<file path="src/verilog/rv32i_pkg.sv">
package rv32i_pkg;

	typedef logic [31:0] word_t;     // data or address word
	typedef logic [4:0]  reg_idx_t;  // architectural register index

	typedef enum logic [6:0] {
		op_lui   = 7'b0110111,
		op_auipc = 7'b0010111,
		op_jal   = 7'b1101111,
		op_jalr  = 7'b1100111,
		op_br    = 7'b1100011,
		op_load  = 7'b0000011,
		op_store = 7'b0100011,
		op_imm   = 7'b0010011,
		op_reg   = 7'b0110011,
		op_csr   = 7'b1110011
	} opcode_t;

	typedef enum logic [3:0] {
		alu_add, alu_sub, alu_sll, alu_slt,
		alu_sltu, alu_xor, alu_srl, alu_sra,
		alu_or, alu_and,
		alu_pass_b  // lui, result is operand b
	} alu_op_t;

	typedef struct packed {
		word_t    pc;
		reg_idx_t rd;
		reg_idx_t rs1;
		reg_idx_t rs2;
		logic     use_rs2;    // operand b from rs2, else from imm
		word_t    imm;
		logic     use_pc_a;   // operand a is the pc (auipc)
		alu_op_t  alu_op;
		logic     writes_rd;  // rd is a real destination, not x0
	} decoded_t;

endpackage

</file>
<file path="src/verilog/decoder.sv">
`timescale 1ns/1ps

module decoder
	import rv32i_pkg::*;
(
	input  word_t    fetch_word,
	input  word_t    fetch_pc,
	output decoded_t decoded
);

	opcode_t    opcode;
	logic [2:0] funct3;
	logic       f7_bit5;
	word_t      i_imm;
	word_t      u_imm;
	alu_op_t    f3_op;

	assign opcode  = opcode_t'(fetch_word[6:0]);
	assign funct3  = fetch_word[14:12];
	assign f7_bit5 = fetch_word[30];
	assign i_imm   = {{20{fetch_word[31]}}, fetch_word[31:20]};
	assign u_imm   = {fetch_word[31:12], 12'h000};

	always_comb begin
		case (funct3)
			3'b000:  f3_op = (f7_bit5 && opcode == op_reg) ? alu_sub : alu_add;  // no subi
			3'b001:  f3_op = alu_sll;
			3'b010:  f3_op = alu_slt;
			3'b011:  f3_op = alu_sltu;
			3'b100:  f3_op = alu_xor;
			3'b101:  f3_op = f7_bit5 ? alu_sra : alu_srl;
			3'b110:  f3_op = alu_or;
			default: f3_op = alu_and;
		endcase
	end

	always_comb begin
		decoded        = '0;
		decoded.pc     = fetch_pc;
		decoded.alu_op = alu_add;
		case (opcode)
			op_reg: begin
				decoded.rd      = fetch_word[11:7];
				decoded.rs1     = fetch_word[19:15];
				decoded.rs2     = fetch_word[24:20];
				decoded.use_rs2 = 1'b1;
				decoded.alu_op  = f3_op;
			end
			op_imm: begin
				decoded.rd     = fetch_word[11:7];
				decoded.rs1    = fetch_word[19:15];
				decoded.imm    = i_imm;  // shamt sits in imm[4:0]
				decoded.alu_op = f3_op;
			end
			op_lui: begin
				decoded.rd     = fetch_word[11:7];
				decoded.imm    = u_imm;
				decoded.alu_op = alu_pass_b;
			end
			op_auipc: begin
				decoded.rd       = fetch_word[11:7];
				decoded.imm      = u_imm;
				decoded.use_pc_a = 1'b1;
			end
			default: ;  // anything else goes down the pipe as an x0 no-op
		endcase
		decoded.writes_rd = decoded.rd != '0;
	end

endmodule

</file>
<file path="config.mk">
export PLATFORM = sky130hd
export DESIGN_NAME = decoder
export DESIGN_NICKNAME = d
export VERILOG_FILES = /design/src/verilog/rv32i_pkg.sv /design/src/verilog/decoder.sv
export SDC_FILE = /design/constraint.sdc
export NUM_CORES = 1
export LEC_CHECK = 0
export ABC_AREA = 1
export BUFFER_PORTS_ARGS = -buffer_cell sky130_fd_sc_hd__buf_2
export CORE_AREA = 2 2 58 60
export DETAILED_ROUTE_END_ITERATION = 10
export DIE_AREA = 0 0 60 62
export PLACE_DENSITY = 0.79
export SYNTH_ARGS = -nofsm -noshare
export SYNTH_HDL_FRONTEND = slang
export SYNTH_SLANG_ARGS = --single-unit
</file>
<file path="constraint.sdc">
create_clock -name vclk -period 1.5
set_clock_uncertainty 0.1 [all_clocks]
set_input_delay 0.225 -clock vclk [all_inputs]
set_output_delay 0.225 -clock vclk [all_outputs]
set_load 0.01 [all_outputs]
</file>
* Word-level counts from Yosys, hierarchy flattened *
Index checks and enable logic that the tools add are counted.

cells by class
  equal/unequal tests = 10
  muxes and demuxes = 9
  reductions and logical operators = 6

operators by type and width
  kind                count
  $pmux 32 s2         1
  $pmux 4 s7          1
  $eq 7x5->1 const B  2
  $eq 7x6->1 const B  2
  $mux 5              2
  $eq 3x3->1 const B  3
  $pmux 4 s2          1
  $eq 3x2->1 const B  2
  $mux 6              1
  $reduce_bool 5->1   1
  $reduce_or 2->1     2
  $reduce_or 4->1     1
  $eq 3x1->1 const B  1
  $logic_not 3->1     1
  $mux 1              3
  $logic_and 1x1->1   1

word-level totals
  register bits after elaboration = 0
  input port bits = 64
  output and inout bits = 86
  word-level logic and storage cells = 25

* Logic depth before layout (Yosys ltp) *
  word-level depth = 5
  mapped depth = 8
  mapped depth without buffers = 7

* Worst setup path before layout *
Ideal clock, no wire load.

  kind = input-to-output
  from = in fetch_word[3]
  to = out decoded[21] in the netlist's numbering
  arrival = 1.004 ns
  data required time = 1.175 ns
  setup slack = 0.171 ns
  stages on the path = 8
  buffers on the path = 1
  cells stage by stage = inv_1 nand2_2 nor2_4 nand2_4 nor2_4 nand2_2 buf_6 o21ai_0

RTL lines
  item                RTL line      source
  start: declaration  decoder.sv:6  input word_t fetch_word,
  end: declaration    decoder.sv:8  output decoded_t decoded

==> results.ini <==
[global_routing]
first_global_vias = 860
antenna_found_initial = 0
grt_max_degree = 12
grt_pass1_wl_microns = 4090
grtUsageTotal = 0.147
grt_remaining_overflow = 0

[drt]
first_iter_violations = 28
vias = 1128
drc_errors = 0
drtPass1Iterations = 2
drtAntennaViolNets = 0
routed_via_density = 4.31
wirelength_microns = 3180
routedWlPerCell_microns = 12.1

[power_and_ir_drop]
peakVddDrop_v = 0.0000528
p_sw_frac = 0.545
p_leak_nw = 0.955
switching_power_w = 0.0000965
pwr-share-comb = 1.000
power_density_nw_per_um2 = 124
intPower_w = 0.0000806
report.power.total_w = 0.000177
seq_power_share = 0
clkPwrFrac = 0

[critical_path]
path_class = input pin to output pin
cp-end-kind = output pin
worstPathArrival_ns = 1.19
cp-start-kind = input pin
crit_fanout = 10
required_ns = 1.17

[sta]
finalSetupTns_ns = -0.0409
whs_ns = 0.350
hold_viol = 0
slew_viol_final = 0
fin_crit_sh = 1.01
fmax_mhz = 661
rsz0062_at_grt = yes
max_slew_margin = 0.804
setup_slack_ns = -0.0119
period_needed_ns = 1.51
worstMarginPinSlew_ns = 0.295
setup-violations-final = 9

[run]
drv_cap = 0

[hold_path]
min_path_cells = 0
hp-class = input pin to output pin

[yosys]
syn_nets = 214
yosysTopAreaCell = buf_4
syn_area_per_cell_sq_um = 5.35
synth.area.top_cells = buf_4 (30%), inv_1 (15%), nor2_1 (14%)
yosysSeqAreaShare = 0
yosys.area.top_type_share = 0.300
yosys_warnings = 0
yosysUniqueCellTypes = 17
synthCells = 150
synth_most_common_cell = buf_4
synth_area_sq_um = 802
yosys-top-cells-count = buf_4 (32), inv_1 (31), nor2_1 (29)

[floorplanning]
die-area_sq_um = 3720
core-area_sq_um = 3180
die_h_microns = 62
initial_core_util = 0.252
die_w_microns = 60
io_pins = 150
num_rows = 21

[final_layout]
regArea_sq_um = 0
area_growth_pct = 77.7
antenna_cells = 0
clkbuf_count = 0
final_cell_count_no_fill = 262
design.seq.count = 0
utilization = 0.448
drive_above_1_share = 0.681
final_nets = 282

[place]
gp_congestion = 0.799
port_buffers = 86
dp_cells = 252
hpwlAfterDp_microns = 2170

[status]
run_status = finished with violations
failed_checks = setup timing

[cts]
hold_buffers = 0

==> placed cells by master, fill, tap and decap left out <==
cell type | synthesis | routed
nor2_2 | 0 | 5
a21oi_2 | 0 | 1
nand2_1 | 16 | 11
nor2_1 | 29 | 24
nor3b_1 | 1 | 1
nand4_1 | 1 | 1
buf_2 | 0 | 77
inv_4 | 0 | 6
inv_2 | 1 | 1
buf_16 | 0 | 2
o21ai_0 | 19 | 1
buf_6 | 4 | 12
nand2_4 | 1 | 4
buf_12 | 0 | 1
inv_1 | 31 | 25
nand2_2 | 3 | 4
o21ai_4 | 0 | 1
nand2_8 | 0 | 3
o21ai_1 | 0 | 2
buf_4 | 32 | 8
a21oi_1 | 3 | 2
nand3_1 | 2 | 2
buf_8 | 0 | 1
o31ai_2 | 0 | 1
nor2_4 | 3 | 3
o21ai_2 | 2 | 17
==> kinds of logic (layout without fill, tap and decap cells) <==
group                  after synthesis  count (layout)  share of synthesized area
AO/OA/AOI/OAI                       25              25                      0.168
AND/OR/NAND/NOR                     56              58                      0.320
buffers and inverters               69             133                      0.512
==> power by group through the flow <==
stage,combinational (W),sequential [W],clock [W]
finish,0.000177,0,0
detailed placement,0.000126,0,0
floorplan,0.000142,0,0
global placement,0.000125,0,0
global route,0.000196,0,0
CTS,0.000160,0,0
==> final cells by class <==
class / count / area (sq um)
Inverter: 32 / 135
Tap cell: 46 / 57.6
Timing Repair Buffer: 101 / 671
Fill cell: 358 / 1750
Multi-Input combinational cell: 83 / 562
==> metrics by stage <==
stage / setup slack [ns] / cell area [sq um]
CTS: -0.0505 / 1290
global placement: -0.0912 / 1060
detailed placement: -0.130 / 1060
floorplan: 0.171 / 802
global route: -0.0827 / 1430
finish: -0.0119 / 1430
==> layer usage <==
metal	vias up	wire length (microns)	track usage	share of wire
met5	-	0	0	0
met4	0	136	0.0667	0.043
met3	18	229	0.0145	0.072
met2	54	1670	0.280	0.52
met1	502	1150	0.165	0.36
li1	554	-	-	-
==> worst max-delay path: stages <==
cell and delay, ns:
buf_6 0.10, inv_4 0.05, nand2_4 0.05, nor2_4 0.12, nand2_4 0.07, nor2_4 0.12, buf_6 0.13, nand2_8 0.09
o21ai_1 0.10, buf_2 0.14
==> timing repair <==
item                       CTS  global route
hold endpoints to repair     0             0
setup endpoints to repair   35            51
setup buffers                5             1
resized for setup           50            33
gates cloned                 4             0
pin swaps                    8             7
==> final timing paths <==
kind / slack, ns / startpoint / endpoint
setup / recovery: -0.01 / fetch_word[2] / decoded[33]
hold / removal: 0.35 / fetch_pc[5] / decoded[59]
Note: power is estimated with default switching activity, not from simulation.
