[config.mk]
export PLATFORM = sky130hd
export DESIGN_NAME = alu_unit
export DESIGN_NICKNAME = d
export VERILOG_FILES = /design/src/verilog/rv32i_pkg.sv /design/src/verilog/ooo_pkg.sv /design/src/verilog/alu_unit.sv
export SDC_FILE = /design/constraint.sdc
export NUM_CORES = 1
export LEC_CHECK = 0
export BUFFER_PORTS_ARGS = -buffer_cell sky130_fd_sc_hd__buf_2
export CAP_MARGIN = 40
export CORE_ASPECT_RATIO = 0.75
export CORE_MARGIN = 2
export CORE_UTILIZATION = 41
export CTS_CLUSTER_DIAMETER = 120
export DETAILED_ROUTE_END_ITERATION = 8
export PLACE_DENSITY_LB_ADDON = 0.3
export SLEW_MARGIN = 40
export SYNTH_ARGS = -nofsm -noshare
export SYNTH_HDL_FRONTEND = slang
export SYNTH_SLANG_ARGS = --single-unit
[constraint.sdc]
create_clock -name clk -period 4.54 [get_ports clk]
set_clock_uncertainty 0.1 [all_clocks]
set_input_delay 0.454 -clock clk [delete_from_list [all_inputs] [get_ports clk]]
set_output_delay 0.454 -clock clk [all_outputs]
set_load 0.005 [all_outputs]
[src/verilog/rv32i_pkg.sv]
package rv32i_pkg;

	typedef logic [31:0] word_t;     // data or address word
	typedef logic [4:0]  reg_idx_t;  // architectural register index

	typedef enum logic [6:0] {
		op_lui   = 7'b0110111,
		op_auipc = 7'b0010111,
		op_jal   = 7'b1101111,
		op_jalr  = 7'b1100111,
		op_br    = 7'b1100011,
		op_load  = 7'b0000011,
		op_store = 7'b0100011,
		op_imm   = 7'b0010011,
		op_reg   = 7'b0110011,
		op_csr   = 7'b1110011
	} opcode_t;

	typedef enum logic [3:0] {
		alu_add, alu_sub, alu_sll, alu_slt,
		alu_sltu, alu_xor, alu_srl, alu_sra,
		alu_or, alu_and,
		alu_pass_b  // lui, result is operand b
	} alu_op_t;

	typedef struct packed {
		word_t    pc;
		reg_idx_t rd;
		reg_idx_t rs1;
		reg_idx_t rs2;
		logic     use_rs2;    // operand b from rs2, else from imm
		word_t    imm;
		logic     use_pc_a;   // operand a is the pc (auipc)
		alu_op_t  alu_op;
		logic     writes_rd;  // rd is a real destination, not x0
	} decoded_t;

endpackage

[src/verilog/ooo_pkg.sv]
package ooo_pkg;
	import rv32i_pkg::*;

	localparam int rob_size = 8;
	localparam int rs_size  = 4;
	localparam int tag_bits = $clog2(rob_size);

	typedef logic [tag_bits-1:0] tag_t;  // rob index

	typedef struct packed {
		logic  ready;
		tag_t  tag;    // producer still awaited while not ready
		word_t value;
	} operand_t;

	typedef struct packed {
		logic     valid;
		alu_op_t  alu_op;
		tag_t     tag;    // rob entry that gets the result
		operand_t a;
		operand_t b;
	} rs_entry_t;

	typedef struct packed {
		logic  valid;
		tag_t  tag;
		word_t value;
	} cdb_t;

endpackage

[src/verilog/alu_unit.sv]
`timescale 1ns/1ps

module alu_unit
	import rv32i_pkg::*;
	import ooo_pkg::*;
(
	input  logic      clk,
	input  logic      rst,
	input  logic      issue_valid,
	input  rs_entry_t issue,
	output cdb_t      cdb
);

	word_t      a;
	word_t      b;
	logic [4:0] shamt;
	word_t      result;

	assign a     = issue.a.value;
	assign b     = issue.b.value;
	assign shamt = b[4:0];

	always_comb begin
		case (issue.alu_op)
			alu_add:  result = a + b;
			alu_sub:  result = a - b;
			alu_sll:  result = a << shamt;
			alu_slt:  result = {31'b0, $signed(a) < $signed(b)};
			alu_sltu: result = {31'b0, a < b};
			alu_xor:  result = a ^ b;
			alu_srl:  result = a >> shamt;
			alu_sra:  result = word_t'($signed(a) >>> shamt);
			alu_or:   result = a | b;
			alu_and:  result = a & b;
			default:  result = b;  // pass_b
		endcase
	end

	always_ff @(posedge clk) begin
		if (rst) begin
			cdb.valid <= 1'b0;
		end else begin
			cdb.valid <= issue_valid;  // broadcast one cycle after issue
		end
		cdb.tag   <= issue.tag;
		cdb.value <= result;
	end

endmodule

## Word level (Yosys, flattened, before mapping)

Index checks and enable logic that the tools add are counted.

| word-level totals | value |
|---|---|
| bits in registers | 36 |
| bits in read-only memories | 0 |
| memory bits (writable) | 0 |
| bits of input ports | 83 |
| memories kept | 0 |
| latch bits | 0 |

| operators by class | value |
|---|---|
| bitwise operators | 3 |
| div/mod/pow operators | 0 |
| shifts and indexed selects | 3 |
| multiplexer cells | 1 |
| add/sub/neg operators | 2 |
| reduce and logical (&&, ||, !) cells | 1 |
| multiply operators | 0 |
| equality and inequality tests | 9 |
| magnitude comparators | 2 |

Operator list:

| operator | number |
|---|---|
| $pmux W32 S10 | 1 |
| $lt A32 B32 Y1 | 2 |
| $add A32 B32 Y32 | 1 |
| $and A32 B32 Y32 | 1 |
| $or A32 B32 Y32 | 1 |
| $shl A32 B5 Y32 | 1 |
| $shr A32 B5 Y32 | 1 |
| $sshr A32 B5 Y32 | 1 |
| $sub A32 B32 Y32 | 1 |
| $xor A32 B32 Y32 | 1 |
| $eq A4 B3 Y1 const B | 4 |
| $eq A4 B2 Y1 const B | 2 |
| $eq A4 B4 Y1 const B | 2 |
| $eq A4 B1 Y1 const B | 1 |
| $logic_not A4 Y1 | 1 |

## Depth between registers and ports, before layout

| logic depth | value |
|---|---|
| depth after elaboration | 2 |
| depth in mapped cells | 16 |
| gate-level depth less buffers | 14 |

## Worst setup path before layout

Ideal clock, no wire load.

| timing | value |
|---|---|
| path type | input port to flip-flop |
| from | input port issue[3] in the netlist's numbering |
| to | register cdb[23] in the netlist's numbering |
| path buffers | 4 |
| stages on the path | 16 |
| data required time | 4.318 ns |
| path slack | 0.417 ns |
| arrival | 3.901 ns |
| library setup time | 0.122 ns |
| cell sequence | clkbuf_1 > inv_1 > clkbuf_1 > clkbuf_1 > ha_1 > buf_6 > a21oi_4 > o21bai_2 > a2111oi_4 > o41ai_2 > a2111oi_2 > o221a_4 > o21ai_4 > a221oi_2 > a21oi_1 > o32a_1 |

| on the way | value |
|---|---|
| cells in the longest elaborated chain, start to end | 2 |

RTL lines:

| what | line | text |
|---|---|---|
| from (decl) | alu_unit.sv:10 | `input rs_entry_t issue,` |
| $sub A32 B32 Y32 (tied with other cells) | alu_unit.sv:26 | `alu_sub: result = a - b;` |
| $pmux W32 S10 (*) | alu_unit.sv:24 | `case (issue.alu_op)` |
| via result[23] | alu_unit.sv:17 | `word_t result;` |
| to (decl) | alu_unit.sv:11 | `output cdb_t cdb` |

Mark *: on every way through the listed nets, which the timed path passes. The rest lies on a longest branch.
A chain may end at the register's enable or synchronous reset.

## Worst setup path after layout

| timing | value |
|---|---|
| from | input port issue[0] in the netlist's numbering |
| to | register cdb[30] in the netlist's numbering |

The elaborated chain is that of the path after synthesis.

==> results <==
- The flow ran to the end, and the final reports show no timing, DRC or antenna violations.
- The depth of the CTS H-tree is 2.
- The total detailed-routing wirelength is 42400 µm.
- The leakage power summed over all cells is 4.39 nW.
- The floorplan has 47 rows.
- The path class of the lowest-slack min-delay path is primary input to flip-flop.
- Yosys printed 0 warnings.
- Of the post-synthesis cell area, the dominant cell type holds 0.132.
- The share of the clock period used by the worst path is 0.820.
- The count of endpoints failing hold in the final timing report came to 0.
- In the final layout, flip-flops and latches occupy 721 µm².
- The largest registers in the layout are cdb: 36 flops.
- The overflow left after global routing is 0.
- The delay of the slowest cell on the worst path is 0.47 ns.
- The number of fill cells is 2333.
- The number of hold buffers added after CTS was 0.
- The layout cell share with drive strength beyond 1 is 0.166.
- The detailed router's first-iteration violation count is 1505.
- The signal on the critical path passes through buf_4 -> ha_1 -> fa_1 -> a21o_1 -> a31oi_1 -> buf_4 -> o41ai_2 -> a211o_1 -> a21oi_1 -> buf_4 -> o21ba_1 -> or2_1 -> and4_1 -> o31ai_1 -> a31oi_1.
- When the netlist entered floorplanning its net count stood at 1485.
- The number of enable flip-flop cells after synthesis is 0.
- The xor and xnor area share after synthesis is 0.0218.
- The maximum number of pins on one net before global-route repair is 65.
- IR analysis of the VDD net gives a maximum drop of 0.000137 V.
- The area fraction in compound gates after synthesis is 0.335.
- The most used flip-flop cell after synthesis is sky130_fd_sc_hd__dfxtp_1.
- The longest clock path from root to sink contains 2 buffers.
- The final weighted congestion in routability-driven placement is 1.04.
- Counting flops per register, the top entry is cdb.
- After detailed routing, the average wire length per cell comes to 25.7 µm.
- At the end of the flow, the number of nets in the layout was 1539.
- In this run the worst path has a maximum fanout of 23.
- Port buffering added 109 buffers.
- The clock period could shrink to 3.72 ns.
- Counting flops with an async set or reset pin after synthesis yields a share of 0.
- The most critical setup path has its endpoint at cdb[30].
- In this run the tightest slew margin relative to its limit is 0.437.
- The count of different cell masters after synthesis is 92.
- The number of top-level pins is 119.
- The design draws 0.00200 W.
- The largest total area in the synthesized netlist belongs to sky130_fd_sc_hd__ha_1.
- The post-CTS setup repair buffer count is 0.
- The height of the die is 134 µm.
- The register with the most flip-flops in the layout has 36 of them.
- Summing all multi-input logic gate instances after layout gives 0.00768 mm².
- For the worst setup path, the data arrival time is 3.79 ns.
- The worst setup path is of the primary input to flip-flop kind.
- The wire length of the first global-routing pass is 62100 µm.
- The die covers 0.0237 mm².
- The power density over the cells is 198 mW/mm².
- Among all cell types in the netlist, the one instantiated most often is sky130_fd_sc_hd__nor2_1.
- Compared with the post-synthesis result, the final layout area differs by 9.25%.
- Counting flops and latches in the post-synthesis netlist gives 36.
- After floorplanning, the core was sized to cover 0.0221 mm².
- The number of max-slew violations in the final report is 0.
- The least setup slack across all paths after layout is 0.818 ns.
- The most numerous cell type found on the critical path is sky130_fd_sc_hd__buf_4.
- The worst setup path is captured at a flip-flop.
- The clock buffer count from CTS is 5.
- The total of cells resized after clock tree synthesis is 0.
- The post-synthesis instance total is 1303.
- The via count of the first global-routing pass is 9820.
- Clock tree synthesis selected as its root buffer the cell sky130_fd_sc_hd__clkbuf_16.
- Setup repair after global routing left no endpoint under its margin.
- In the routed layout, each cell is associated on average with a via count of 6.52.
- At the worst endpoint, the required time is 4.61 ns.
- The number of antenna violations at the first check in global routing came to 1.
- For this block, the via count after detailed routing is 10800.
- After clock tree synthesis, the clock-pin slew on the worst setup and hold paths is 0.06 ns.
- The initial utilization of the core area, before any placement, comes to 0.418.
- TritonCTS built the clock tree.
- The worst setup path is launched from a primary input.
- Max-cap violations in this run came to 0.
- The critical path starts at issue[0].
- Of the total synthesized cell area, the portion taken by AND, OR, NAND and NOR gates is 0.191.
- After synthesis, the largest family of logic cells by area is compound AO/OA/AOI/OAI gates.
- Measured along the x axis, the die boundary spans 177 µm.
- The maximum frequency from static timing analysis is 269 MHz.
- The commonest cells after synthesis are sky130_fd_sc_hd__nor2_1, sky130_fd_sc_hd__a21oi_1, sky130_fd_sc_hd__ha_1.
- The portion of synthesized area spent on multiplexers is 0.145.
- The slowest stage of the critical path is the sky130_fd_sc_hd__o41ai_2 cell.
- The number of setup violations in the final report is 0.
- The cell area after synthesis is 0.00923 mm².
- For this run, the total global-route usage over all layers was measured as 0.351.
- The post-route antenna net violation count is 0.
- Yosys attributes the largest share of cell area to sky130_fd_sc_hd__ha_1, sky130_fd_sc_hd__dfxtp_1, sky130_fd_sc_hd__mux2i_1.
- For this run, design rule violations remaining after detail routing come to 0.
- Detailed placement ended at an HPWL of 33300 µm.
- In this run the mean area of a mapped cell was 7.08 µm².
- The number of iterations in the first detailed-routing pass is 6.
- The total clock sinks is 36.
- Summed over all failing endpoints, the final setup total negative slack is 0 ns.
- The post-place setup slack is 0.610 ns.
- The slew at the pin with the worst max-slew slack is 0.841 ns.
- Of the total synthesized cell area, the portion taken by full adders, half adders and majority gates is 0.136.
- Of the synthesized area, sequential elements account for 0.0781.
## power breakdown
| group | switching, W | internal, W | leakage (nW) | total [W] |
|---|---|---|---|---|
| registers | 0.00000933 | 0.000357 | 0.303 | 0.000367 |
| logic | 0.000807 | 0.000441 | 4.01 | 0.00125 |
| clock network | 0.000166 | 0.000217 | 0.0766 | 0.000383 |
## worst min-delay path by stage
stage | start | end | cells after the start
2_1_floorplan | issue[72] | cdb[32] | 0
3_3_place_gp | issue[73] | cdb[33] | 1
3_5_place_dp | issue[72] | cdb[32] | 1
4_1_cts | issue[72] | cdb[32] | 1
5_1_grt | issue[72] | cdb[32] | 1
6_report | issue[72] | cdb[32] | 1
## layout by cell type, fill, tap and decap left out, drive strengths merged, types with 10 or more instances in the layout
master and instances:
a211oi 18, a21o 14, a21oi 135, a221oi 22, a22oi 13, a31oi 19
buf 145, dfxtp 36, ha 97, inv 90, mux2 17, mux2i 72
mux4 19, nand2 97, nand2b 18, nand3 17, nand4 10, nor2 172
nor2b 10, nor3 37, o211ai 25, o21ai 92, o21bai 10, o22ai 14
o31ai 13, xnor2 19
## area by class of cell
class,instances,area share
well taps,294,0.0365
repair buffers,145,0.0812
diodes,1,0.000248
flip-flops and latches,36,0.0715
clock inverters,2,0.000993
inverters,92,0.0343
clock buffers,6,0.0138
multi-input cells,1077,0.762
## per-stage QoR
stage | instance area, µm² | std cells | hold slack (ns) | util
after floorplan | 9230 | 1303 | 0.382 | -
after global placement | 9930 | 1644 | 0.456 | 0.450
after detailed placement | 9930 | 1644 | 0.458 | 0.450
after CTS | 10100 | 1652 | 0.144 | 0.457
after global routing | 10100 | 1652 | 0.141 | 0.457
final | 10100 | 1653 | 0.147 | 0.457
## logic make-up after synthesis
group | count (synthesis)
AO/OA/AOI/OAI | 453
adder cells (fa/ha/maj) | 99
buffers and inverters | 190
XOR/XNOR | 23
multiplexers | 108
AND/OR/NAND/NOR | 394
flip-flops | 36
## layer usage
metal  track usage  wire [µm]  vias up
met1         0.501      18500     5154
li1              -          -     4894
met3         0.168       6770       59
met2         0.474      16500      678
met4        0.0689        724        0
met5             0          0        -
## critical path, delay by kind of cell
| kind | cells | cell delay, ns |
|---|---|---|
| AND/OR/NAND/NOR | 2 | 0.46 |
| buffers and inverters | 3 | 0.60 |
| adder cells (fa/ha/maj) | 2 | 0.52 |
| AO/OA/AOI/OAI | 8 | 1.72 |
Power figures use the tool's default switching activity.
