[config.mk]
export PLATFORM = sky130hd
export DESIGN_NAME = reorder_buffer
export DESIGN_NICKNAME = d
export VERILOG_FILES = /design/src/verilog/rv32i_pkg.sv /design/src/verilog/ooo_pkg.sv /design/src/verilog/reorder_buffer.sv
export SDC_FILE = /design/constraint.sdc
export NUM_CORES = 1
export LEC_CHECK = 0
export BUFFER_PORTS_ARGS = -buffer_cell sky130_fd_sc_hd__buf_2
export CAP_MARGIN = 10
export CORE_UTILIZATION = 30
export CTS_CLUSTER_DIAMETER = 150
export CTS_CLUSTER_SIZE = 30
export DETAILED_ROUTE_END_ITERATION = 8
export GPL_TIMING_DRIVEN = 0
export PLACE_DENSITY_LB_ADDON = 0.15
export SYNTH_ARGS = -nofsm -noshare
export SYNTH_HDL_FRONTEND = slang
export SYNTH_SLANG_ARGS = --single-unit
[constraint.sdc]
create_clock -name clk -period 7.1 [get_ports clk]
set_input_delay 0.71 -clock clk [delete_from_list [all_inputs] [get_ports clk]]
set_output_delay 0.71 -clock clk [all_outputs]
set_load 0.005 [all_outputs]
[src/verilog/rv32i_pkg.sv]
package rv32i_pkg;

	typedef logic [31:0] word_t;     // data or address word
	typedef logic [4:0]  reg_idx_t;  // architectural register index

	typedef enum logic [6:0] {
		op_lui   = 7'b0110111,
		op_auipc = 7'b0010111,
		op_jal   = 7'b1101111,
		op_jalr  = 7'b1100111,
		op_br    = 7'b1100011,
		op_load  = 7'b0000011,
		op_store = 7'b0100011,
		op_imm   = 7'b0010011,
		op_reg   = 7'b0110011,
		op_csr   = 7'b1110011
	} opcode_t;

	typedef enum logic [3:0] {
		alu_add, alu_sub, alu_sll, alu_slt,
		alu_sltu, alu_xor, alu_srl, alu_sra,
		alu_or, alu_and,
		alu_pass_b  // lui, result is operand b
	} alu_op_t;

	typedef struct packed {
		word_t    pc;
		reg_idx_t rd;
		reg_idx_t rs1;
		reg_idx_t rs2;
		logic     use_rs2;    // operand b from rs2, else from imm
		word_t    imm;
		logic     use_pc_a;   // operand a is the pc (auipc)
		alu_op_t  alu_op;
		logic     writes_rd;  // rd is a real destination, not x0
	} decoded_t;

endpackage

[src/verilog/ooo_pkg.sv]
package ooo_pkg;
	import rv32i_pkg::*;

	localparam int rob_size = 8;
	localparam int rs_size  = 4;
	localparam int tag_bits = $clog2(rob_size);

	typedef logic [tag_bits-1:0] tag_t;  // rob index

	typedef struct packed {
		logic  ready;
		tag_t  tag;    // producer still awaited while not ready
		word_t value;
	} operand_t;

	typedef struct packed {
		logic     valid;
		alu_op_t  alu_op;
		tag_t     tag;    // rob entry that gets the result
		operand_t a;
		operand_t b;
	} rs_entry_t;

	typedef struct packed {
		logic  valid;
		tag_t  tag;
		word_t value;
	} cdb_t;

endpackage

[src/verilog/reorder_buffer.sv]
`timescale 1ns/1ps

module reorder_buffer
	import rv32i_pkg::*;
	import ooo_pkg::*;
(
	input  logic     clk,
	input  logic     rst,
	input  logic     fetch_valid,
	input  logic     rs_full,
	input  decoded_t decoded,
	input  logic     rs1_busy,
	input  tag_t     rs1_tag,
	input  word_t    rs1_value,
	input  logic     rs2_busy,
	input  tag_t     rs2_tag,
	input  word_t    rs2_value,
	input  cdb_t     cdb,
	output logic     dispatch,
	output tag_t     alloc_tag,
	output operand_t op_a,
	output operand_t op_b,
	output logic     commit_valid,
	output tag_t     commit_tag,
	output word_t    commit_pc,
	output reg_idx_t commit_rd,
	output word_t    commit_data
);

	tag_t              head;
	tag_t              tail;
	logic [tag_bits:0] count;
	logic              full;
	logic              done    [rob_size];
	word_t             value_q [rob_size];
	word_t             pc_q    [rob_size];
	reg_idx_t          rd_q    [rob_size];
	tag_t              cdb_age;

	// register value, finished rob entry, or a same-cycle cdb hit, else wait on the tag
	function automatic operand_t resolve(input logic busy, input tag_t tag, input word_t value,
			input logic entry_done, input word_t entry_value, input cdb_t bus);
		operand_t op;
		op.ready = 1'b1;
		op.tag   = tag;
		op.value = value;
		if (busy) begin
			if (entry_done) begin
				op.value = entry_value;
			end else if (bus.valid && bus.tag == tag) begin
				op.value = bus.value;
			end else begin
				op.ready = 1'b0;
			end
		end
		return op;
	endfunction

	assign full      = count == (tag_bits + 1)'(rob_size);
	assign dispatch  = fetch_valid && !full && !rs_full;
	assign alloc_tag = tail;

	always_comb begin
		op_a = resolve(rs1_busy, rs1_tag, rs1_value, done[rs1_tag], value_q[rs1_tag], cdb);
		op_b = resolve(rs2_busy, rs2_tag, rs2_value, done[rs2_tag], value_q[rs2_tag], cdb);
		if (decoded.use_pc_a) begin
			op_a.ready = 1'b1;
			op_a.value = decoded.pc;
		end
		if (!decoded.use_rs2) begin
			op_b.ready = 1'b1;
			op_b.value = decoded.imm;
		end
	end

	assign commit_valid = count != '0 && done[head];
	assign commit_tag   = head;
	assign commit_pc    = pc_q[head];
	assign commit_rd    = rd_q[head];
	assign commit_data  = value_q[head];
	assign cdb_age      = cdb.tag - head;

	always_ff @(posedge clk) begin
		if (rst) begin
			head  <= '0;
			tail  <= '0;
			count <= '0;
			for (int i = 0; i < rob_size; i++) begin
				done[i] <= 1'b0;
			end
		end else begin
			if (dispatch) begin
				done[tail] <= 1'b0;
				tail       <= tail + 1'b1;
			end
			if (cdb.valid) begin
				done[cdb.tag] <= 1'b1;  // commit can take it next cycle
			end
			if (commit_valid) begin
				head <= head + 1'b1;
			end
			case ({dispatch, commit_valid})
				2'b10:   count <= count + 1'b1;
				2'b01:   count <= count - 1'b1;
				default: ;
			endcase
		end
	end

	always_ff @(posedge clk) begin
		if (dispatch) begin
			pc_q[tail] <= decoded.pc;
			rd_q[tail] <= decoded.writes_rd ? decoded.rd : '0;
		end
		if (cdb.valid) begin
			value_q[cdb.tag] <= cdb.value;
		end
	end

	// the alu only ever broadcasts for an in-flight entry that is still waiting
	a_cdb_tag_live: assert property (@(posedge clk) disable iff (rst)
		cdb.valid |-> (cdb_age < count) && !done[cdb.tag]);

endmodule

After elaboration in Yosys (flattened, before gate mapping) --
Memories as Yosys holds them, arrays and structs flattened. A register that Yosys moved wholly into a read port is not among the register bits. Cells that the tools add are included.
Storage, ports and cells: bits in registers 10, bits in latches 0, bits in writable memories 560, bits in read-only memories 0, input port bits 198, output and inout port bits 149, logic and storage cells 69, memories 4
Memory list:
- pc_q | depth 8, width 32, read ports 1, clocked after memory_dff 1, wr ports 1, line reorder_buffer.sv:36 | word_t pc_q [rob_size];
- value_q | depth 8, width 32, read ports 3, clocked after memory_dff 1, wr ports 1, line reorder_buffer.sv:35 | word_t value_q [rob_size];
- rd_q | depth 8, width 5, read ports 1, clocked after memory_dff 1, wr ports 1, line reorder_buffer.sv:37 | reg_idx_t rd_q [rob_size];
- done | depth 8, width 1, read ports 3, clocked after memory_dff 1, wr ports 8, line reorder_buffer.sv:34 | logic done [rob_size];
Operators by class: $add $sub $neg 4, multiply operators 0, div/mod/pow operators 0, $lt $le $gt $ge 0, eq/ne operators 5, shift-type cells 0, mux-type cells 42, bitwise gates (word level) 0, reductions and logical operators 11
Operator list (count):
- $mux 32 | 8
- $mux 3 | 10
- $mux 1 | 22
- $pmux 4 s2 | 1
- $add 3x1->3 const B | 2
- $eq 3x3->1 | 2
- $logic_and 1x1->1 | 5
- $mux 5 | 1
- $add 4x1->4 const B | 1
- $eq 4x4->1 const B | 1
- $reduce_bool 4->1 | 1
- $sub 4x1->4 const B | 1
- $eq 2x1->1 const B | 1
- $eq 2x2->1 const B | 1
- $logic_not 1->1 | 2
- $reduce_bool 2->1 | 1
- $reduce_or 1->1 | 2

Depth between registers and ports, before layout --
depth after elaboration 9, mapped depth 11, mapped depth without buffers 10

Least setup slack after synthesis --
No wires, ideal clock.
kind in2reg, from input port rs_full, to memory pc_q[0][0] (netlist name), enable pin, setup time 0.477 ns, data arrival time 4.003 ns, required time 6.623 ns, setup slack 2.620 ns, stages on the path 5, path buffers 1, path through nand2b_1 -> a21oi_1 -> nand2b_1 -> clkbuf_1 -> nor3_1
Between the ends: word-level cells in the longest chain between the ends 4
RTL lines:
- from (decl) | line reorder_buffer.sv:10 | input logic rs_full,
- $logic_not 1->1 | line reorder_buffer.sv:60 | assign dispatch = fetch_valid && !full && !rs_full;
- $logic_and 1x1->1 | line reorder_buffer.sv:60
- net dispatch | line reorder_buffer.sv:19 | output logic dispatch,
- $mux 1 | line reorder_buffer.sv:111 | if (dispatch) begin
- $mux 1 (implied by the code) | line reorder_buffer.sv:112 | pc_q[tail] <= decoded.pc;
- to (decl) | line reorder_buffer.sv:36
The timed path passes the listed nets, and every way through them passes these cells.

==> impl_metrics.json <==
{
  "arrival_ns": 3.81,
  "num_vias": 16584,
  "setup_viol": 0,
  "worstMarginPinSlew_ns": 1.228,
  "htree_num_levels": 1,
  "switchingPower_mw": 1.495,
  "synth_fp_nets": 1672,
  "clock-sinks": 573,
  "cp.buffers_inverters": 4,
  "leakage_nw": 10.43,
  "insertion_delay_ns": 0.59,
  "io_buffers": 323,
  "p_int_mw": 4.717,
  "cts_buffers": 23,
  "p_comb_frac": 0.117,
  "path_cells": "clkbuf_1 -> clkbuf_1 -> clkbuf_1 -> mux2_2 -> buf_2",
  "gp_congestion": 0.8331,
  "io_pins": 347,
  "fmax_mhz": 221.1,
  "min_period_over_period": 0.6371,
  "dieArea_um2": 93020,
  "antenna_left": 0,
  "synth-seq-cells": 573,
  "rows": 110,
  "regArea_um2": 17000,
  "cpPeakStageDelay_ns": 0.79,
  "drt-total-wl_mm": 94.36,
  "crit_fanout": 10,
  "grt_usage": 0.2004,
  "synthCells": 1469,
  "crit_family": "buffers and inverters",
  "grt_pass1_wl_mm": 132.9,
  "viasPerCell": 5.473,
  "synth_edf_count": 552,
  "antenna_found_initial": 14,
  "cts_buffer_depth": 3,
  "drt_iter0_markers": 1551,
  "grt_max_degree": 32,
  "overflow": 0,
  "layout_common_cells": "552 x edfxtp_1, 364 x buf_2, 252 x mux4_2, 91 x mux2_2, 61 x clkbuf_1",
  "drive_above_1_share": 0.4348,
  "whs_ns": 0.4017,
  "cts_tree": "done",
  "fillerInstances": 8485,
  "syn_to_final_growth_pct": 15.17,
  "end_kind": "output port",
  "status": "completed",
  "die_x_um": 305.0,
  "dr.pass1.iters": 5,
  "multi_input_area_um2": 9761,
  "cts_root_buf": "clkbuf_16",
  "drc": 0,
  "path_clk_slew_ns": 0.12,
  "rsz0062_at_grt": "false",
  "yosysSeqAreaShare": 0.6171,
  "cp_common_cell": "clkbuf_1",
  "grt_pass1_vias": 17253,
  "layout_commonest_cell": "edfxtp_1",
  "pwr-share-clk": 0.269,
  "relSlewSlack": 0.1779,
  "p_seq_frac": 0.614,
  "final_cells": 3030,
  "worstSetupPathType": "reg -> out",
  "async_reset_ff_frac": 0,
  "ir_worst_vdd_v": 0.0001601,
  "start_util": 0.3046,
  "die_y_um": 305.0,
  "power.density_nw_per_um2": 195.8,
  "hold_path.class": "in -> reg",
  "wl_per_cell_um": 31.14,
  "cts_resized": 0,
  "yosysUniqueCellTypes": 56,
  "cts_setup_buffers": 0,
  "cp.required_ns": 6.39,
  "cap_violations": 0,
  "fin_crit_ns": 4.524,
  "hold_violations": 0,
  "slew_viol_final": 0,
  "p_sw_frac": 0.2406,
  "final_nets": 2042,
  "slowest_stage": "clkbuf_1",
  "ys_warn_count": 0,
  "syn-cell-area_um2": 27540,
  "avgSynthCellArea_um2": 18.75,
  "placeableCoreArea_um2": 90420,
  "start_kind": "flop",
  "ctsHoldBuffers": 0,
  "hpwlAfterDp_mm": 65.92,
  "synth_flop_cell": "edfxtp_1",
  "skew_ns": 0.009255,
  "dp_cells": 2990
}
[metrics by stage]
step	cell area (µm²)	util	setup WS, ns	power [mW]	TNS (ns)
after floorplan	27540	-	2.620	4.258	0
after global placement	30630	0.3387	-0.6770	4.609	-44.52
after detailed placement	31050	0.3434	2.804	4.625	0
after CTS	31710	0.3506	2.418	6.269	0
after global routing	31710	0.3507	2.435	6.406	0
final	31720	0.3508	2.576	6.211	0
[state kept, by name, indices dropped and copies added, names as in the netlist, named ones only]
| register | flops |
|---|---|
| alloc_tag | 3 |
| commit_tag | 3 |
| count | 4 |
| done | 8 |
| pc_q | 256 |
| rd_q | 40 |
| value_q | 256 |
[final cells by class]
cell class                      count  area share
Sequential cell                   573      0.5359
Timing Repair Buffer              345     0.06264
Clock inverter                      2    0.001223
Multi-Input combinational cell    717      0.3077
Inverter                           60    0.007101
Tap cell                         1176     0.04639
Clock buffer                       33     0.01933
Buffer                            119     0.01933
Antenna cell                        5   0.0003945
[synth_stat cells, types with 3 or more instances]
library cell  instances  area [µm²]
ha_1                  5       62.56
nand2b_1             23       143.9
and2_1                6       37.54
nor2b_1              23       143.9
mux4_2              252        5675
xnor2_1               8       70.07
nand3_1               5       25.02
nor3_1                3       15.01
nor2_1               19       71.32
buf_2                41       205.2
edfxtp_1            552       16580
clkbuf_1             51       191.4
mux2i_1              41       410.4
nand2_1              28       105.1
a211oi_1             30       225.2
a221o_1              17       170.2
o211a_1              15       150.1
o22ai_1              33       206.5
inv_1                59       221.5
buf_4                15       112.6
a21oi_1              13       65.06
a22oi_2               3       37.54
buf_6                 5       56.30
a2bb2oi_1            16       140.1
a22oi_1              15       112.6
nand4_1               4       25.02
buf_1                 5       18.77
o211ai_1             18       135.1
mux4_1               12       315.3
mux2_2               91        1025
o21ai_0               9       45.04
xor2_1                4       35.03
dfxtp_1              21       420.4
[metal layers]
| layer | wire [µm] | up-vias | global-route usage | share of wire |
|---|---|---|---|---|
| met2 | 45540 | 637 | 0.3311 | 0.48 |
| li1 | - | 6913 | - | - |
| met1 | 40800 | 8936 | 0.2779 | 0.43 |
| met5 | 0 | - | 0 | 0 |
| met3 | 5843 | 98 | 0.03122 | 0.062 |
| met4 | 2173 | 0 | 0.04346 | 0.023 |
[final timing paths]
kind | from | end | slack [ns] | cells past startpoint
setup / recovery | flop | commit_data[30] | 2.58 | 5
hold / removal | decoded[54] | pc_q[2][0]$_DFFE_PP_ | 0.40 | 1
setup reg to reg | flop | count[2]$_SDFFE_PP0P_ | 3.66 | 11
hold reg to reg | done[4]$_DFF_P_ | done[4]$_DFF_P_ | 0.53 | 2
[power groups by stage]
| stage | sequential, mW | combinational [mW] | clock, mW |
|---|---|---|---|
| finish | 3.81 | 0.729 | 1.67 |
| global route | 3.82 | 0.777 | 1.81 |
| CTS | 3.81 | 0.739 | 1.72 |
| detailed placement | 3.89 | 0.736 | 0 |
| global placement | 3.89 | 0.718 | 0 |
| floorplan | 3.88 | 0.381 | 0 |
[cells by family (layout without fill, tap and decap cells)]
group	after synthesis	in the layout	share of synthesized area
other	0	5	0
adder cells (fa/ha/maj)	5	5	0.002272
AO/OA/AOI/OAI	181	181	0.05161
multiplexers	398	398	0.2715
AND/OR/NAND/NOR	121	121	0.02326
flip-flops	573	573	0.6171
buffers and inverters	179	559	0.03044
XOR/XNOR	12	12	0.003816
[worst reg2reg max path, stage by stage, from the launching register on]
cell	delay (ns)
dfxtp_1	0.32
clkbuf_1	0.70
nand2b_1	0.20
o22ai_1	0.13
a2111oi_4	0.63
ha_1	0.38
xor2_1	0.18
ha_1	0.16
a21oi_1	0.05
xor2_1	0.16
or3_1	0.31
a21oi_1	0.15
Note: power is estimated with default switching activity, not from simulation.
