**src/verilog/rv32i_pkg.sv**
```systemverilog
package rv32i_pkg;

	typedef logic [31:0] word_t;     // data or address word
	typedef logic [4:0]  reg_idx_t;  // architectural register index

	typedef enum logic [6:0] {
		op_lui   = 7'b0110111,
		op_auipc = 7'b0010111,
		op_jal   = 7'b1101111,
		op_jalr  = 7'b1100111,
		op_br    = 7'b1100011,
		op_load  = 7'b0000011,
		op_store = 7'b0100011,
		op_imm   = 7'b0010011,
		op_reg   = 7'b0110011,
		op_csr   = 7'b1110011
	} opcode_t;

	typedef enum logic [3:0] {
		alu_add, alu_sub, alu_sll, alu_slt,
		alu_sltu, alu_xor, alu_srl, alu_sra,
		alu_or, alu_and,
		alu_pass_b  // lui, result is operand b
	} alu_op_t;

	typedef struct packed {
		word_t    pc;
		reg_idx_t rd;
		reg_idx_t rs1;
		reg_idx_t rs2;
		logic     use_rs2;    // operand b from rs2, else from imm
		word_t    imm;
		logic     use_pc_a;   // operand a is the pc (auipc)
		alu_op_t  alu_op;
		logic     writes_rd;  // rd is a real destination, not x0
	} decoded_t;

endpackage

```
**src/verilog/ooo_pkg.sv**
```systemverilog
package ooo_pkg;
	import rv32i_pkg::*;

	localparam int rob_size = 8;
	localparam int rs_size  = 4;
	localparam int tag_bits = $clog2(rob_size);

	typedef logic [tag_bits-1:0] tag_t;  // rob index

	typedef struct packed {
		logic  ready;
		tag_t  tag;    // producer still awaited while not ready
		word_t value;
	} operand_t;

	typedef struct packed {
		logic     valid;
		alu_op_t  alu_op;
		tag_t     tag;    // rob entry that gets the result
		operand_t a;
		operand_t b;
	} rs_entry_t;

	typedef struct packed {
		logic  valid;
		tag_t  tag;
		word_t value;
	} cdb_t;

endpackage

```
**src/verilog/reservation_station.sv**
```systemverilog
`timescale 1ns/1ps

module reservation_station
	import rv32i_pkg::*;
	import ooo_pkg::*;
(
	input  logic      clk,
	input  logic      rst,
	input  logic      dispatch,
	input  tag_t      alloc_tag,
	input  alu_op_t   alu_op,
	input  operand_t  op_a,
	input  operand_t  op_b,
	input  cdb_t      cdb,
	output logic      rs_full,
	output logic      issue_valid,
	output rs_entry_t issue
);

	rs_entry_t                  slots [rs_size];
	logic [rs_size-1:0]         ready;
	tag_t                       age   [rs_size];
	logic [$clog2(rs_size)-1:0] free_idx;
	logic [$clog2(rs_size)-1:0] pick;
	tag_t                       best_age;

	// distance from the rob tail, the oldest in-flight tag gives the smallest value
	always_comb begin
		for (int i = 0; i < rs_size; i++) begin
			ready[i] = slots[i].valid && slots[i].a.ready && slots[i].b.ready;
			age[i]   = slots[i].tag - alloc_tag;
		end
	end

	always_comb begin
		rs_full  = 1'b1;
		free_idx = '0;
		for (int i = rs_size - 1; i >= 0; i--) begin
			if (!slots[i].valid) begin
				rs_full  = 1'b0;
				free_idx = i[$clog2(rs_size)-1:0];  // lowest free slot
			end
		end
	end

	always_comb begin
		issue_valid = 1'b0;
		pick        = '0;
		best_age    = '1;
		for (int i = 0; i < rs_size; i++) begin
			if (ready[i] && (!issue_valid || age[i] < best_age)) begin
				issue_valid = 1'b1;
				pick        = i[$clog2(rs_size)-1:0];
				best_age    = age[i];
			end
		end
	end

	assign issue = slots[pick];

	always_ff @(posedge clk) begin
		if (rst) begin
			for (int i = 0; i < rs_size; i++) begin
				slots[i].valid <= 1'b0;
			end
		end else begin
			for (int i = 0; i < rs_size; i++) begin
				if (cdb.valid && !slots[i].a.ready && slots[i].a.tag == cdb.tag) begin
					slots[i].a.ready <= 1'b1;
					slots[i].a.value <= cdb.value;
				end
				if (cdb.valid && !slots[i].b.ready && slots[i].b.tag == cdb.tag) begin
					slots[i].b.ready <= 1'b1;
					slots[i].b.value <= cdb.value;
				end
			end
			if (issue_valid) begin
				slots[pick].valid <= 1'b0;
			end
			if (dispatch) begin
				slots[free_idx] <= '{valid: 1'b1, alu_op: alu_op, tag: alloc_tag,
					a: op_a, b: op_b};
			end
		end
	end

	// rob must hold dispatch back while every slot is taken
	a_no_load_full: assert property (@(posedge clk) disable iff (rst) dispatch |-> !rs_full);

endmodule

```
**config.mk**
```make
export PLATFORM = sky130hd
export DESIGN_NAME = reservation_station
export DESIGN_NICKNAME = d
export VERILOG_FILES = /design/src/verilog/rv32i_pkg.sv /design/src/verilog/ooo_pkg.sv /design/src/verilog/reservation_station.sv
export SDC_FILE = /design/constraint.sdc
export NUM_CORES = 1
export LEC_CHECK = 0
export ABC_AREA = 0
export BUFFER_PORTS_ARGS = -buffer_cell sky130_fd_sc_hd__buf_2
export CAP_MARGIN = 10
export CORE_MARGIN = 1.5
export CORE_UTILIZATION = 40
export DETAILED_ROUTE_END_ITERATION = 10
export PLACE_DENSITY = 0.66
export SYNTH_ARGS = -nofsm -noshare
export SYNTH_HDL_FRONTEND = slang
export SYNTH_SLANG_ARGS = --single-unit
export TNS_END_PERCENT = 10
```
**constraint.sdc**
```tcl
create_clock -name clk -period 17.3 [get_ports clk]
set_clock_uncertainty 0.15 [all_clocks]
set_input_delay 1.73 -clock clk [delete_from_list [all_inputs] [get_ports clk]]
set_output_delay 1.73 -clock clk [all_outputs]
set_load 0.02 [all_outputs]
```
== Yosys cells after proc, flatten, opt, wreduce, memory -nomap -nowiden ==
Memory sizes are Yosys's and may differ from the RTL's.
Index checks and enable logic that the tools add are counted.
Storage, ports and cells
  register bits: 0
  bits in writable memories: 320
  input bits: 118
  output and inout port bits: 82
  word-level logic and storage cells: 107
  memories: 1
Memory list
  slots: depth 4, width 80, rd ports 5, clocked after Yosys merged registers in 0, wr ports 6, RTL line reservation_station.sv:20  | rs_entry_t slots [rs_size];
Operators by class
  add/subtract/negate cells: 4
  order comparisons: 3
  eq/ne operators: 8
  muxes and demuxes: 50
  reduce and logical (&&, ||, !) cells: 41
Operators by type and width (number)
  $mux 1: 41
  $logic_and 1x1->1: 27
  $eq 3x3->1: 8
  $mux 2: 6
  $sub 3x3->3: 4
  $logic_not 1->1: 11
  $lt 3x3->1: 3
  $mux 3: 3
  $logic_or 1x1->1: 3

== Depth between registers and ports, before layout ==
An unclocked memory read counts as a cell.
  depth in word-level cells: 19
  gate-level depth with buffers: 32
  gate-level depth less buffers: 25

== Worst setup path before layout ==
Ideal clock, no wire load.
  path type: input to output
  start point: input port alloc_tag[0]
  end point: output port issue[69] (netlist name)
  arrival time: 7068 ps
  data required time: 15420 ps
  path slack: 8352 ps
  cell stages on the path: 27
  cells stage by stage: ha_1 > fa_1 > xnor2_1 > xnor2_1 > nor2_1 > ha_1 > a211o_1 > a21o_1 > buf_2 > buf_2 > o21ai_0 > ha_1 > nor2b_1 > nor4_1 > nand3_2 > and2_1 > buf_2 > buf_2 > nand2_1 > o21ai_1 > ha_1 > a2111o_1 > a211o_1 > and2_1 > buf_6 > buf_2 > a32oi_1
RTL lines
  from (decl): RTL line reservation_station.sv:10  | input tag_t alloc_tag,
  to (decl): RTL line reservation_station.sv:17  | output rs_entry_t issue

==> results.rst <==
.. list-table::
   :header-rows: 1

   * - Metric
     - Value
   * - Run status
     - finished, final reports clean
   * - Layout cell share with drive strength beyond 1
     - 16.3%
   * - CP max-delay cell
     - sky130_fd_sc_hd__nand2_4
   * - Weighted congestion at the end of routability-driven global placement
     - 0.861
   * - Standard-cell row count
     - 73
   * - Fin area
     - 0.0186 mm²
   * - Period utilisation layout
     - 73.1%
   * - Starting density of the core
     - 40.6%
   * - Most repeated library cell on the critical path
     - sky130_fd_sc_hd__ha_1
   * - Headroom to the max-slew limit
     - 26.2%
   * - Crit path required time
     - 15.42 ns
   * - Worst hold margin
     - 0.421 ns
   * - Total via count after detailed routing
     - 13100
   * - Detailed Route WL
     - 49800 µm
   * - Height of the die
     - 204 µm
   * - Count of warnings emitted by yosys
     - 0
   * - Final setup TNS
     - 0 ns
   * - Final number of max-transition violations
     - 0
   * - Relative contribution of the clock network to total power
     - 37.9%
   * - Flops & latches, synth
     - 320
   * - Overall die width
     - 204 µm
   * - Combinational group share of total power
     - 14.5%
   * - Area of the mapped netlist
     - 0.0161 mm²
   * - CTS resizes
     - 0
   * - Layout area overhead
     - 15.6%
   * - Top post-synthesis cells by area
     - sky130_fd_sc_hd__edfxtp_1 57%, sky130_fd_sc_hd__nand2_1 15%, sky130_fd_sc_hd__a32oi_1 4.2%, sky130_fd_sc_hd__a21boi_0 3.6%, sky130_fd_sc_hd__a31oi_1 3.0%
   * - Startpoint Class
     - input port
   * - Placeable core area
     - 0.0397 mm²
   * - EDFF count, synth
     - 308
   * - Number of flip-flops in the largest register
     - 320
   * - Total of buffers placed on input and output ports
     - 199
   * - Via count of the first global-routing pass
     - 12900
   * - Clk Tree Root Cell
     - sky130_fd_sc_hd__clkbuf_16
   * - Area of the die
     - 0.0415 mm²
   * - Hold Vio Cnt, Final
     - 0
   * - Iteration-0 DRC count of the detailed router
     - 1133
   * - Proportion of synthesized chip area in sequential cells
     - 58.8%
   * - Switching share of total power
     - 26.3%
   * - Critical Setup Path Class
     - input port to output port
   * - Fraction of power consumed by sequential logic
     - 47.6%
   * - Buf+Inv Stages, Crit Path
     - 3
   * - Met1 Use GR
     - 30.0%
   * - Half-perimeter wire length after detailed placement
     - 30300 µm
   * - Async set-or-reset flop fraction in the synthesized netlist
     - 0%
   * - Arr. time, crit path
     - 10.76 ns
   * - Fill count
     - 3712
   * - Number of antenna violations at the first check in global routing
     - 3
   * - Number of clock sinks
     - 320
   * - Overall routing resource usage
     - 23.7%
   * - Pint
     - 0.00141 W
   * - Top-level port count
     - 200
   * - Leakage power summed over all cells
     - 7.59 nW
   * - Portion of synthesized cell area occupied by the leading cell type
     - 57.3%
   * - Sort of element at the end of the critical path
     - output port
   * - Registers with the most flip-flops
     - slots: 320 flops
   * - Setup repair after global routing missed its margin
     - no
   * - Clock latency at the later pin of the worst-skew pair
     - 0.51 ns
   * - Number of nets produced by synthesis
     - 1759
   * - Met3 Track Usage GR
     - 3.76%
   * - Leading register cell type out of synthesis
     - sky130_fd_sc_hd__edfxtp_1
   * - Number of buffers created by CTS
     - 35
   * - Net switching component of the power
     - 0.000501 W
   * - Power density cells
     - 102 mW/mm²
   * - Number of distinct library cells after synthesis
     - 49
   * - Ranking of synthesized cells by instance count
     - 650 x sky130_fd_sc_hd__nand2_1, 308 x sky130_fd_sc_hd__edfxtp_1, 89 x sky130_fd_sc_hd__inv_1
   * - Cell count after synthesis
     - 1627
   * - Met2 capacity usage during global routing
     - 40.4%
   * - Maximum operating frequency
     - 79.1 MHz
   * - Wire length of the first global-routing pass
     - 75100 µm
   * - Setup Fix Bufs, Post-CTS
     - 0
   * - Clock transition at the registers of the reported paths
     - 0.06 ns
   * - Number of hold buffers added after CTS
     - 0
   * - Minimum clock period after layout
     - 12.64 ns
   * - TritonCTS clock tree
     - done
   * - DR DRC count
     - 0
   * - Max Root-Sink Buffers
     - 3
   * - Post-Synthesis Mean Instance Area
     - 9.91 µm²
   * - Top Usage Layer GRT
     - met2
   * - Top delay family on crit path
     - simple AND/OR/NAND/NOR gates
   * - Count of nets left with antenna violations after detail routing
     - 0
   * - Total Nets Final
     - 1890
   * - Number of violations of the max-capacitance limit
     - 0
   * - Final Setup Violations
     - 0
   * - Largest incremental delay on the critical path
     - 1.14 ns
   * - Cell area after placement
     - 0.0175 mm²
   * - Global route overflow
     - 0
   * - Worst IR drop on VDD
     - 58.9 µV
   * - Critical path peak fanout
     - 84
   * - Register containing the most flip-flops in the final layout
     - slots
   * - Detailed Routing Iterations Pass 1
     - 5
   * - Slew of the pin with the lowest slew margin
     - 1.11 ns
   * - H-tree levels
     - 2
   * - Vias per cell
     - 5.69
   * - Most area-hungry cell type in the Yosys netlist
     - sky130_fd_sc_hd__edfxtp_1
   * - Class of the worst hold path
     - register to register
   * - Most numerous cell in the Yosys netlist
     - sky130_fd_sc_hd__nand2_1
   * - Post-detailed-route wirelength per cell
     - 21.5 µm
   * - Maximum number of pins on one net before global-route repair
     - 85
## placed cells by master (no fill, tap or decap), types with 11 or more instances in the layout
cell type / count
sky130_fd_sc_hd__inv_1: 86
sky130_fd_sc_hd__nand4_1: 78
sky130_fd_sc_hd__clkbuf_16: 37
sky130_fd_sc_hd__edfxtp_1: 308
sky130_fd_sc_hd__dfxtp_1: 12
sky130_fd_sc_hd__buf_2: 199
sky130_fd_sc_hd__a21boi_0: 77
sky130_fd_sc_hd__nand2_1: 649
sky130_fd_sc_hd__a32oi_1: 77
sky130_fd_sc_hd__buf_4: 18
sky130_fd_sc_hd__a31oi_1: 78
sky130_fd_sc_hd__xor2_1: 27
sky130_fd_sc_hd__clkbuf_1: 12
sky130_fd_sc_hd__or4_1: 11
## worst reg2reg max path, cell delays in order (launching register included)
cell and delay, ns:
sky130_fd_sc_hd__edfxtp_1 0.35, sky130_fd_sc_hd__inv_1 0.05, sky130_fd_sc_hd__ha_1 0.19, sky130_fd_sc_hd__fa_1 0.40, sky130_fd_sc_hd__xnor2_1 0.19, sky130_fd_sc_hd__xnor2_1 0.14
sky130_fd_sc_hd__nor2_1 0.07, sky130_fd_sc_hd__ha_1 0.33, sky130_fd_sc_hd__nor2_1 0.06, sky130_fd_sc_hd__nor2_1 0.30, sky130_fd_sc_hd__a21o_4 0.84, sky130_fd_sc_hd__o21ai_0 0.29
sky130_fd_sc_hd__ha_1 0.39, sky130_fd_sc_hd__nor2b_1 0.16, sky130_fd_sc_hd__nor4_1 0.38, sky130_fd_sc_hd__nand3_4 0.80, sky130_fd_sc_hd__nand2_4 1.27, sky130_fd_sc_hd__nand2_1 0.12
sky130_fd_sc_hd__o21a_1 0.14, sky130_fd_sc_hd__ha_1 0.29, sky130_fd_sc_hd__o21a_1 0.19, sky130_fd_sc_hd__o22ai_1 0.19, sky130_fd_sc_hd__nor2b_4 0.60, sky130_fd_sc_hd__buf_4 0.69
sky130_fd_sc_hd__nor3_1 0.10, sky130_fd_sc_hd__a21oi_1 0.17
## power by group through the flow
stage	logic [W]	clock network (W)	registers, W
after floorplan	0.000169	0	0.000917
after global placement	0.000270	0	0.000922
after detailed placement	0.000277	0	0.000924
after CTS	0.000278	0.000730	0.000907
after global routing	0.000302	0.000762	0.000910
final	0.000277	0.000723	0.000908
## metrics by stage
step	cells	total power, W	util (%)	setup WS, ns
final	2311	0.00191	46.9	4.66
after detailed placement	2246	0.00120	44.2	4.76
after CTS	2308	0.00192	46.9	4.72
after global routing	2310	0.00197	46.9	4.01
after global placement	2245	0.00119	44.1	4.98
after floorplan	1627	0.00109	-	8.35
## worst paths after layout
check / to / start / depth (start not counted) / slack, ns
worst min register to register: slots[3][71]$_DFF_P_ / slots[3][71]$_DFF_P_ / 1 / 0.42
worst max register to register: slots[1][79]$_SDFFE_PP1P_ / slots[0][72]$_DFFE_PP_ / 25 / 8.39
worst min-delay path: slots[3][71]$_DFF_P_ / slots[3][71]$_DFF_P_ / 1 / 0.42
worst max-delay path: issue[36] / alloc_tag[0] / 26 / 4.66
## area by class of cell
cell class                      instances  area (µm²)  area share [%]
Clock buffer                           50         985            5.28
Sequential cell                       320        9490            50.9
Clock inverter                         12         106           0.570
Tap cell                              525         657            3.52
Multi-Input combinational cell       1092        5900            31.6
Antenna cell                            3        7.51          0.0403
Timing Repair Buffer                  218        1160            6.21
Inverter                               91         347            1.86
## cell families (layout without fill, tap and decap cells)
logic type / Yosys count / in the layout / synth area share, %
and+or+nand+nor: 771 / 771 / 19.9
DFF: 320 / 320 / 58.8
AOI/OAI and AO/OA: 275 / 275 / 12.8
buffers and inverters: 215 / 371 / 5.53
xor gates and xnor gates: 32 / 32 / 1.74
adders and majority gates: 14 / 14 / 1.27
other: 0 / 3 / 0
## layer usage
layer  up-vias  wire length, µm
li1       6055                -
met1      6384            19900
met2       601            24300
met3       105             3830
met4         0             1770
met5         -                0
No activity file was read; power rests on OpenSTA's default activity.
